==> src/source/hdc_pkg.sv <==
`default_nettype none

package hdc_pkg;

    // command word layout
    localparam int OP_W        = 2;
    localparam int RSVD_W      = 6;
    localparam int MAX_CORES   = 8;
    localparam int CHUNK_IDX_W = 8;
    localparam int CMD_W       = 16;

    // opcodes in the top bits of the command
    localparam logic [OP_W-1:0] OP_NOP   = 2'd0;
    localparam logic [OP_W-1:0] OP_CLEAR = 2'd1;
    localparam logic [OP_W-1:0] OP_ACCUM = 2'd2;
    localparam logic [OP_W-1:0] OP_READ  = 2'd3;

    // one 16 bit command seen two ways
    // opcode and reserved bits sit at the same place in both views
    typedef union packed {

        // accumulate view
        // low byte picks which cores take part
        struct packed {
            logic [OP_W-1:0]      op;
            logic [RSVD_W-1:0]    rsvd;
            logic [MAX_CORES-1:0] core_mask;
        } acc;

        // read view
        // low byte is the chunk index
        struct packed {
            logic [OP_W-1:0]        op;
            logic [RSVD_W-1:0]      rsvd;
            logic [CHUNK_IDX_W-1:0] chunk;
        } rd;

    } cmd_word_u;

endpackage

`default_nettype wire

==> src/source/bundle_cmd_decode.sv <==
`default_nettype none

module bundle_cmd_decode #(

    // hypervector width
    parameter int DIM   = 64,

    // cores actually present
    parameter int CORES = 4

) (

    input  wire                                  clk,
    input  wire                                  reset,

    // command side
    input  wire                                  cmd_valid,
    input  wire hdc_pkg::cmd_word_u              cmd,

    // core c owns bits c*DIM upward
    input  wire  [CORES*DIM-1:0]                 core_data,

    // toward the counter bank
    output logic                                 acc_en,
    output logic                                 clr_en,
    output logic                                 rd_en,
    output logic [CORES-1:0]                     acc_mask,
    output logic [CORES*DIM-1:0]                 acc_data,
    output logic [hdc_pkg::CHUNK_IDX_W-1:0]      rd_chunk

);

    // opcode of the incoming word
    logic [hdc_pkg::OP_W-1:0] op;

    // one hot command kind, already qualified by cmd_valid
    logic                     is_acc;
    logic                     is_clr;
    logic                     is_rd;

    // opcode sits at the same bits in both views
    assign op = cmd.acc.op;

    assign is_acc = cmd_valid && (op == hdc_pkg::OP_ACCUM);
    assign is_clr = cmd_valid && (op == hdc_pkg::OP_CLEAR);
    assign is_rd  = cmd_valid && (op == hdc_pkg::OP_READ);

    // nop falls through all three compares
    // so nothing reaches the bank

    // enables are single cycle strobes
    always_ff @(posedge clk) begin
        if (reset) begin
            acc_en <= 1'b0;
            clr_en <= 1'b0;
            rd_en  <= 1'b0;
        end else begin
            acc_en <= is_acc;
            clr_en <= is_clr;
            rd_en  <= is_rd;
        end
    end

    // accumulate payload
    // mask bits above CORES are dropped here
    always_ff @(posedge clk) begin
        if (is_acc) begin
            acc_mask <= cmd.acc.core_mask[CORES-1:0];
            acc_data <= core_data;
        end
    end

    // read payload
    // index is taken raw, range check is left to the streamer
    always_ff @(posedge clk) begin
        if (is_rd) begin
            rd_chunk <= cmd.rd.chunk;
        end
    end

endmodule

`default_nettype wire

==> src/source/bundle_counter_bank.sv <==
`default_nettype none

module bundle_counter_bank #(

    // number of counters
    parameter int DIM   = 64,

    // vote inputs per counter
    parameter int CORES = 4,

    // counter width, two's complement
    parameter int CNT_W = 6

) (

    input  wire                                  clk,
    input  wire                                  reset,

    // from the decoder
    input  wire                                  acc_en,
    input  wire                                  clr_en,
    input  wire                                  rd_en,
    input  wire  [CORES-1:0]                     acc_mask,
    input  wire  [CORES*DIM-1:0]                 acc_data,
    input  wire  [hdc_pkg::CHUNK_IDX_W-1:0]      rd_chunk,

    // toward the streamer
    output logic [DIM-1:0]                       sign_bits,
    output logic                                 sign_rd_en,
    output logic [hdc_pkg::CHUNK_IDX_W-1:0]      sign_rd_chunk

);

    // sum has to hold the counter plus up to CORES votes either way
    // one extra bit keeps the sign clear of overflow
    localparam int SUM_W = CNT_W + $clog2(CORES + 1) + 1;

    // saturation limits at sum width
    localparam logic signed [SUM_W-1:0] CNT_MAX = SUM_W'((1 << (CNT_W - 1)) - 1);
    localparam logic signed [SUM_W-1:0] CNT_MIN = -CNT_MAX - SUM_W'(1);

    // single votes
    localparam logic signed [SUM_W-1:0] VOTE_UP = SUM_W'(1);
    localparam logic signed [SUM_W-1:0] VOTE_DN = SUM_W'(-1);

    // one counter per dimension
    for (genvar d = 0; d < DIM; d++) begin : g_dim

        // counter state
        logic signed [CNT_W-1:0] cnt_q;

        // combined vote of the masked cores
        logic signed [SUM_W-1:0] votes;

        // counter plus votes, before clamping
        logic signed [SUM_W-1:0] total;

        // clamped next value
        logic signed [CNT_W-1:0] cnt_next;

        // each masked core pushes +1 for a one, -1 for a zero
        always_comb begin
            votes = '0;
            for (int c = 0; c < CORES; c++) begin
                if (acc_mask[c]) begin
                    votes = votes + (acc_data[c*DIM + d] ? VOTE_UP : VOTE_DN);
                end
            end
        end

        // sign extend the counter and add
        assign total = votes + SUM_W'(cnt_q);

        // clamp into the counter range
        always_comb begin
            if (total > CNT_MAX) begin
                cnt_next = CNT_W'(CNT_MAX);
            end else if (total < CNT_MIN) begin
                cnt_next = CNT_W'(CNT_MIN);
            end else begin
                cnt_next = CNT_W'(total);
            end
        end

        // clear and accumulate never come together
        // opcodes are exclusive
        always_ff @(posedge clk) begin
            if (reset || clr_en) begin
                cnt_q <= '0;
            end else if (acc_en) begin
                cnt_q <= cnt_next;
            end
        end

        // strictly positive gives one, a tie gives zero
        assign sign_bits[d] = !cnt_q[CNT_W-1] && (cnt_q != '0);

    end

    // read request slips one stage
    // it then lines up behind any accumulate sampled one edge earlier
    always_ff @(posedge clk) begin
        if (reset) begin
            sign_rd_en <= 1'b0;
        end else begin
            sign_rd_en <= rd_en;
        end
    end

    // index rides along with the strobe
    always_ff @(posedge clk) begin
        if (rd_en) begin
            sign_rd_chunk <= rd_chunk;
        end
    end

endmodule

`default_nettype wire

==> src/source/hdc_bundler_top.sv <==
`default_nettype none

module hdc_bundler_top #(

    // hypervector width
    parameter int DIM     = 64,

    // core count, 1 up to hdc_pkg::MAX_CORES
    parameter int CORES   = 4,

    // per dimension counter width
    parameter int CNT_W   = 6,

    // stream slice width
    parameter int CHUNK_W = 16

) (

    input  wire                                  clk,
    input  wire                                  reset,

    // command in
    input  wire                                  cmd_valid,
    input  wire  [hdc_pkg::CMD_W-1:0]            cmd,
    input  wire  [CORES*DIM-1:0]                 core_data,

    // results out
    output logic                                 stream_v,
    output logic [CHUNK_W-1:0]                   stream_d,
    output logic [DIM-1:0]                       sign_bits

);

    // decoder to counter bank
    logic                                acc_en;
    logic                                clr_en;
    logic                                rd_en;
    logic [CORES-1:0]                    acc_mask;
    logic [CORES*DIM-1:0]                acc_data;
    logic [hdc_pkg::CHUNK_IDX_W-1:0]     rd_chunk;

    // counter bank to streamer
    logic                                sign_rd_en;
    logic [hdc_pkg::CHUNK_IDX_W-1:0]     sign_rd_chunk;

    // stage 1 registers the command
    bundle_cmd_decode #(
        .DIM   (DIM),
        .CORES (CORES)
    ) i_decode (
        .clk       (clk),
        .reset     (reset),
        .cmd_valid (cmd_valid),
        .cmd       (cmd),
        .core_data (core_data),
        .acc_en    (acc_en),
        .clr_en    (clr_en),
        .rd_en     (rd_en),
        .acc_mask  (acc_mask),
        .acc_data  (acc_data),
        .rd_chunk  (rd_chunk)
    );

    // stage 2 updates counters and delays the read
    bundle_counter_bank #(
        .DIM   (DIM),
        .CORES (CORES),
        .CNT_W (CNT_W)
    ) i_execute (
        .clk           (clk),
        .reset         (reset),
        .acc_en        (acc_en),
        .clr_en        (clr_en),
        .rd_en         (rd_en),
        .acc_mask      (acc_mask),
        .acc_data      (acc_data),
        .rd_chunk      (rd_chunk),
        .sign_bits     (sign_bits),
        .sign_rd_en    (sign_rd_en),
        .sign_rd_chunk (sign_rd_chunk)
    );

    // stage 3 registers one slice with its strobe
    sign_chunk_streamer #(
        .DIM     (DIM),
        .CHUNK_W (CHUNK_W)
    ) i_result (
        .clk           (clk),
        .reset         (reset),
        .sign_bits     (sign_bits),
        .sign_rd_en    (sign_rd_en),
        .sign_rd_chunk (sign_rd_chunk),
        .stream_v      (stream_v),
        .stream_d      (stream_d)
    );

endmodule

`default_nettype wire

==> src/source/sign_chunk_streamer.sv <==
`default_nettype none

module sign_chunk_streamer #(

    // full sign vector width
    parameter int DIM     = 64,

    // slice width, must divide DIM
    parameter int CHUNK_W = 16

) (

    input  wire                                  clk,
    input  wire                                  reset,

    // from the counter bank
    input  wire  [DIM-1:0]                       sign_bits,
    input  wire                                  sign_rd_en,
    input  wire  [hdc_pkg::CHUNK_IDX_W-1:0]      sign_rd_chunk,

    // result stream
    output logic                                 stream_v,
    output logic [CHUNK_W-1:0]                   stream_d

);

    // slices in one vector
    localparam int N_CHUNKS = DIM / CHUNK_W;

    // requested slice before the register
    logic [CHUNK_W-1:0] slice;

    // chunk k covers bits k*CHUNK_W upward
    // index past the end matches nothing and leaves zero
    always_comb begin
        slice = '0;
        for (int k = 0; k < N_CHUNKS; k++) begin
            if (int'(sign_rd_chunk) == k) begin
                slice = sign_bits[k*CHUNK_W +: CHUNK_W];
            end
        end
    end

    // data loads only on a request
    // valid goes high for the one cycle after it
    always_ff @(posedge clk) begin
        if (reset) begin
            stream_v <= 1'b0;
            stream_d <= '0;
        end else begin
            stream_v <= sign_rd_en;
            if (sign_rd_en) begin
                stream_d <= slice;
            end
        end
    end

endmodule

`default_nettype wire

==> config.mk <==
export PLATFORM = sky130hd
export DESIGN_NAME = hdc_bundler_top
export DESIGN_NICKNAME = d
export VERILOG_FILES = /design/src/source/hdc_pkg.sv /design/src/source/bundle_cmd_decode.sv /design/src/source/bundle_counter_bank.sv /design/src/source/hdc_bundler_top.sv /design/src/source/sign_chunk_streamer.sv
export SDC_FILE = /design/constraint.sdc
export NUM_CORES = 2
export LEC_CHECK = 0
export BUFFER_PORTS_ARGS = -buffer_cell sky130_fd_sc_hd__buf_2
export CORE_UTILIZATION = 28
export DETAILED_ROUTE_END_ITERATION = 12
export GPL_ROUTABILITY_DRIVEN = 0
export MAX_ROUTING_LAYER = met4
export SYNTH_ARGS = -nofsm -noshare
export SYNTH_HDL_FRONTEND = slang
export SYNTH_SLANG_ARGS = --single-unit
==> constraint.sdc <==
create_clock -name clk -period 21.1 [get_ports clk]
set_input_delay 5.275 -clock clk [delete_from_list [all_inputs] [get_ports clk]]
set_output_delay 5.275 -clock clk [all_outputs]
set_load 0.01 [all_outputs]
Yosys cells after proc, flatten, opt, wreduce, memory -nomap -nowiden
Index checks and enable logic that the tools add are counted.
{"block": "word_totals", "out_inout_bits": 81, "ff_bits": 681, "elab_cells": 1305, "inputBits": 275}
{"block": "op_classes", "eq_ne": 6, "n_mux": 644, "order_cmp": 128, "add_sub_neg": 256, "n_reduce_logical": 197}
{"cell": "2-to-1 mux 10 bit", "n": 512}
{"cell": "adder 10 bit", "n": 192}
{"cell": "2-to-1 mux 6 bit", "n": 128}
{"cell": "adder 10 x 6 -> 10 bit", "n": 64}
{"cell": "> comparator 10 x 6 -> 1 bit, second input constant", "n": 64}
{"cell": "less-than comparator 10 x 6 -> 1 bit, second input constant", "n": 64}
{"cell": "nonzero test 6 bit", "n": 64}
{"cell": "logical AND 1 bit", "n": 67}
{"cell": "logical NOT 1 bit", "n": 64}
{"cell": "2-to-1 mux 16 bit", "n": 4}
{"cell": "equality test 8 x 3 -> 1 bit, second input constant", "n": 2}
{"cell": "equality test 8 x 2 -> 1 bit, second input constant", "n": 1}
{"cell": "logical NOT 8 bit", "n": 1}
{"cell": "equality test 2 bit, second input constant", "n": 2}
{"cell": "equality test 2 x 1 -> 1 bit, second input constant", "n": 1}
{"cell": "logical OR 1 bit", "n": 1}

Depth between registers and ports, before layout
{"block": "depth", "depth_word": 12, "depth_mapped": 34}

Hierarchy
A second synthesis with hierarchy kept.
{"block": "unflattened", "hier_cells": 13555, "area_unflattened_um2": 111777.2}
{"module": "bundle_counter_bank", "instances": 1, "cells_per_inst": 13219, "area_per_inst_um2": 102642.2, "seq_area_each_um2": 7947.6}
{"module": "bundle_cmd_decode", "instances": 1, "cells_per_inst": 276, "area_per_inst_um2": 8160.3, "seq_area_each_um2": 8107.8}
{"module": "sign_chunk_streamer", "instances": 1, "cells_per_inst": 60, "area_per_inst_um2": 974.7, "seq_area_each_um2": 340.3}

Least setup slack after synthesis
Ideal clock, no wire load.
{"block": "synth_path", "kind": "in2reg", "start": "input port cmd_valid", "end": "register i_decode.acc_data[0] (enable)", "t_arrival_ps": 16170, "setup_time_ps": 889, "cell_stages": 2, "setup_slack_ps": 4041, "n_path_buf": 0, "required_ps": 20211, "cell_sequence": "nand2_1 > nor2_1"}
{"block": "synth_via", "elab_chain_len": 1}
{"element": "from (decl)", "line_no": "hdc_bundler_top.sv:23", "rtl": "input wire cmd_valid,"}
{"element": "logical AND 1 bit", "line_no": "bundle_cmd_decode.sv:44", "rtl": "assign is_acc = cmd_valid && (op == hdc_pkg::OP_ACCUM);"}
{"element": "net i_decode.is_acc", "line_no": "bundle_cmd_decode.sv:37", "rtl": "logic is_acc;"}
{"element": "to (signal assigned)", "line_no": "bundle_cmd_decode.sv:69", "rtl": "acc_data <= core_data;"}
{"element": "to (decl)", "line_no": "bundle_cmd_decode.sv:28", "rtl": "output logic [CORES*DIM-1:0] acc_data,"}
The timed path passes the listed nets, and every way through them passes these cells.
A chain may end at the register's enable or synchronous reset.

Worst setup path in the final report
{"block": "layout_path", "start": "register i_decode.acc_mask[0]", "end": "register i_execute.g_dim[55].cnt_q[1]"}
{"block": "layout_via", "elab_chain_len": 11}
{"element": "from (decl)", "line_no": "bundle_cmd_decode.sv:27", "rtl": "output logic [CORES-1:0] acc_mask,"}
{"element": "from (signal assigned)", "line_no": "bundle_cmd_decode.sv:68", "rtl": "acc_mask <= cmd.acc.core_mask[CORES-1:0];"}
{"element": "2-to-1 mux 10 bit (*)", "line_no": "bundle_counter_bank.sv:65", "rtl": "if (acc_mask[c]) begin"}
{"element": "adder 10 bit", "line_no": "bundle_counter_bank.sv:66", "rtl": "votes = votes + (acc_data[c*DIM + d] ? VOTE_UP : VOTE_DN);"}
{"element": "2-to-1 mux 10 bit (*)", "line_no": "bundle_counter_bank.sv:65"}
{"element": "adder 10 bit", "line_no": "bundle_counter_bank.sv:66"}
{"element": "2-to-1 mux 10 bit (*)", "line_no": "bundle_counter_bank.sv:65"}
{"element": "adder 10 bit", "line_no": "bundle_counter_bank.sv:66"}
{"element": "2-to-1 mux 10 bit (*)", "line_no": "bundle_counter_bank.sv:65"}
{"element": "adder 10 x 6 -> 10 bit (*)", "line_no": "bundle_counter_bank.sv:72", "rtl": "assign total = votes + SUM_W'(cnt_q);"}
{"element": "less-than comparator 10 x 6 -> 1 bit", "line_no": "bundle_counter_bank.sv:78", "rtl": "end else if (total < CNT_MIN) begin"}
{"element": "2-to-1 mux 6 bit", "line_no": "bundle_counter_bank.sv:78"}
{"element": "2-to-1 mux 6 bit (*)", "line_no": "bundle_counter_bank.sv:76", "rtl": "if (total > CNT_MAX) begin"}
{"element": "to (signal assigned)", "line_no": "bundle_counter_bank.sv:91", "rtl": "cnt_q <= cnt_next;"}
{"element": "to (decl)", "line_no": "bundle_counter_bank.sv:50", "rtl": "logic signed [CNT_W-1:0] cnt_q;"}
Mark *: on every way between the ends. The rest lies on a longest branch, timed or not.

==> summary.md <==
| Metric | Value |
|---|---|
| CTS Hold Bufs | 0 |
| Unrepaired setup endpoints after global routing | no |
| Slew @ Worst Pin | 1.19 ns |
| Yosys cell types | 97 |
| Core Area | 397000 um^2 |
| # rows | 231 |
| Post-cts resize count | 0 |
| P_int | 0.00477 W |
| Iteration count of the initial detailed-routing pass | 5 |
| Final #Nets | 16200 |
| Final Max Tran Viols | 0 |
| Fill cells | 42000 |
| Area grow syn2layout | 10.3% |
| DR DRC count | 0 |
| VDD IR max | 0.0000734 V |
| Critical path class | reg -> reg |
| Period utilisation layout | 0.420 |
| Final hold violation count | 0 |
| R2R Setup Slk | 12.24 ns |
| Total wire length | 325000 um |
| Slew headroom | 0.208 |
| Max-cap viol count | 0 |
| Initial Util | 0.282 |
| Tmin final | 8.86 ns |
| Setup Skew | 0.0876 ns |
| Synth Cell Area | 112000 um^2 |
| P_leak | 56.8 nW |
| DR vias | 97200 |
| Post-Synthesis Cells | 13600 |
| Syn avg cell area | 8.20 um^2 |
| IO Pins | 356 |
| Top cell type's share of synthesized area | 0.179 |
| Die W | 634 um |
| Clock root buffer | clkbuf_16 |
| Slowest-stage cell, CP | buf_4 |
| Drt wl/cell | 17.0 um |
| Total GRT Usage | 0.162 |
| Final ANT Viol Nets | 0 |
| Layout cells sized above 1 | 0.0811 |
| Sequential cell area fraction in the yosys report | 0.147 |
| Synth Warn # | 0 |
| Post-synth ARST share | 0 |
| Sw Ratio | 0.432 |
| Clock buffer count from CTS | 108 |
| CTS Sinks | 681 |
| Seq cells post-synth | 681 |
| Sw power | 0.00363 W |
| Syn_nets | 16000 |
| Vias in the first global route | 92700 |
| Largest net degree at the start of global routing | 154 |
| Status | finished, final reports clean |
| Pwr/cell area | 68.1 nW/um^2 |
| Post-CTS Setup Inserts | 0 |
| Fin Setup TNS | 0 ns |
| Arrival @ worst endpoint | 9.61 ns |
| DR iter-0 viols | 5288 |
| Die height | 634 um |
| Die Area | 402000 um^2 |
| Synth top area cells | ha_1 (18%), fa_1 (8.0%), xnor2_1 (7.7%), edfxtp_1 (7.4%), dfxtp_1 (7.2%) |
| Slowest stage delay, CP | 0.57 ns |
| Peak Freq | 113 MHz |
| Layout Cells excl Fill | 19200 |
| Ys flop type | dfxtp_1 |
| Initial antenna violation count | 39 |
| Max FO, Critical Path | 38 |
| Number of port buffers | 349 |
| CTS tree | built |
| Cells after DPL | 19000 |
| EDFF count, synth | 276 |
| Synth area leader | ha_1 |
| Vias per cell | 5.06 |
| Clk pwr share | 0.228 |
| Worst hold path type | reg -> reg |
| Logic pwr share | 0.594 |
| Critical Path RT | 21.86 ns |
| Startpoint Class | flop |
| H-tree depth | 3 |
| First-pass GRT wire length | 507000 um |
| CP endpoint kind | flop |
| Gr ovfl total | 0 |
| HPWL after detailed placement | 248000 um |
| Final setup violation count | 0 |
| Clock latency on the worst-skew pair | 0.91 ns |
| CTS Buffer Depth | 4 |
| Reg clk slew, reported paths | 0.06 ns |
| Reg power frac | 0.177 |
==> power by group through the flow <==
stage          Clock [W]  Sequential [W]  Combinational [W]
2_1_floorplan          0         0.00150            0.00397
3_3_place_gp           0         0.00152            0.00491
3_5_place_dp           0         0.00152            0.00497
4_1_cts          0.00199         0.00149            0.00501
5_1_grt          0.00203         0.00150            0.00563
6_report         0.00192         0.00149            0.00499
==> cell type report <==
type	count	area (um^2)	area share
flip-flops and latches	681	16400	0.133
clock buffers	138	2980	0.0242
well taps	5242	6560	0.0531
repair buffers	460	2670	0.0216
inverters	972	3690	0.0299
clock inverters	60	662	0.00536
diodes	18	45.0	0.000365
multi-input cells	11600	90400	0.733
==> worst max-delay path, delay by kind of cell, from the launching register on <==
kind	cells	cell delay [ns]
AO/OA/AOI/OAI	8	2.41
XOR/XNOR	4	0.74
adder cells (fa/ha/maj)	5	1.90
buffers and inverters	5	1.76
flip-flops	1	0.55
multiplexers	1	0.28
AND/OR/NAND/NOR	8	0.99
==> routing by layer <==
metal  share of wire  up-vias  track usage
met4           0.039        0       0.0573
met3           0.032      392       0.0138
met5               0        -            -
li1                -    49800            -
met2            0.46     1390        0.266
met1            0.47    45600        0.207
==> cells in the mapped netlist (all sizes together) (29+ instances only) <==
library cell	n
or3	59
a32o	38
dfxtp	405
o21bai	190
a21oi	1576
edfxtp	276
mux2i	106
a211oi	158
nand2b	232
nand3	215
buf	98
a2111oi	42
and2	92
nand2	808
xor2	286
nor4	42
inv	971
nor2b	249
clkbuf	277
a31oi	92
or2	37
xnor2	982
mux2	329
ha	1600
a41o	69
o211ai	80
nor3	309
a31o	29
nand3b	70
o21a	118
and3	106
fa	448
a211o	42
o21ai	870
nor2	1061
a21o	824
o41a	46
==> registers in the layout (all words and copies together), names as in the netlist <==
register	flops
i_decode.rd_en	1
i_decode.acc_data	256
i_decode.rd_chunk	8
i_result.stream_d	16
i_result.stream_v	1
i_decode.acc_mask	4
i_execute.sign_rd_en	1
i_decode.clr_en	1
i_execute.sign_rd_chunk	8
i_execute.g_dim.cnt_q	384
i_decode.acc_en	1
==> final timing paths <==
path / start / to / depth (start not counted)
worst max-delay path: i_decode.acc_mask[0] / i_execute.g_dim[55].cnt_q[1] / 31
worst min-delay path: i_decode.rd_chunk[2] / i_execute.sign_rd_chunk[2] / 0
worst max register to register: i_decode.acc_mask[0] / i_execute.g_dim[55].cnt_q[1] / 31
worst min register to register: i_decode.rd_chunk[2] / i_execute.sign_rd_chunk[2] / 0
==> layout by cell type (no fill, tap or decap), types with 106 or more instances in the layout <==
| cell | count |
|---|---|
| a211oi_1 | 153 |
| nor2b_1 | 249 |
| nand2b_1 | 232 |
| clkbuf_16 | 112 |
| a21oi_1 | 1550 |
| o21bai_1 | 190 |
| buf_2 | 349 |
| a21o_1 | 824 |
| mux2_2 | 329 |
| o21ai_0 | 833 |
| nand2_1 | 808 |
| and3_1 | 106 |
| o21a_1 | 118 |
| inv_1 | 966 |
| fa_1 | 448 |
| xnor2_1 | 980 |
| nor2_1 | 1057 |
| nor3_1 | 308 |
| ha_1 | 1600 |
| xor2_1 | 286 |
| mux2i_1 | 106 |
| dfxtp_1 | 404 |
| nand3_1 | 215 |
| edfxtp_1 | 276 |
==> logic make-up (layout without fill, tap and decap cells) <==
family | after synthesis | after routing | share of synthesized area
AO/OA/AOI/OAI | 4456 | 4456 | 0.254
AND/OR/NAND/NOR | 3362 | 3362 | 0.142
adder cells (fa/ha/maj) | 2048 | 2048 | 0.259
buffers and inverters | 1347 | 1630 | 0.0460
XOR/XNOR | 1303 | 1303 | 0.107
flip-flops | 681 | 681 | 0.147
multiplexers | 451 | 451 | 0.0458
other | 0 | 18 | 0
==> through the flow <==
stage          setup slack (ns)  total power [W]  area, um^2  utilization  hold WS [ns]
2_1_floorplan              4.04          0.00547      112000            -         0.400
3_3_place_gp              12.30          0.00643      120000        0.302         0.402
3_5_place_dp              12.29          0.00649      120000        0.302         0.406
4_1_cts                   12.17          0.00849      123000        0.311         0.420
5_1_grt                   11.49          0.00916      123000        0.311         0.430
6_report                  12.24          0.00840      123000        0.311         0.418
Power figures use the tool's default switching activity.
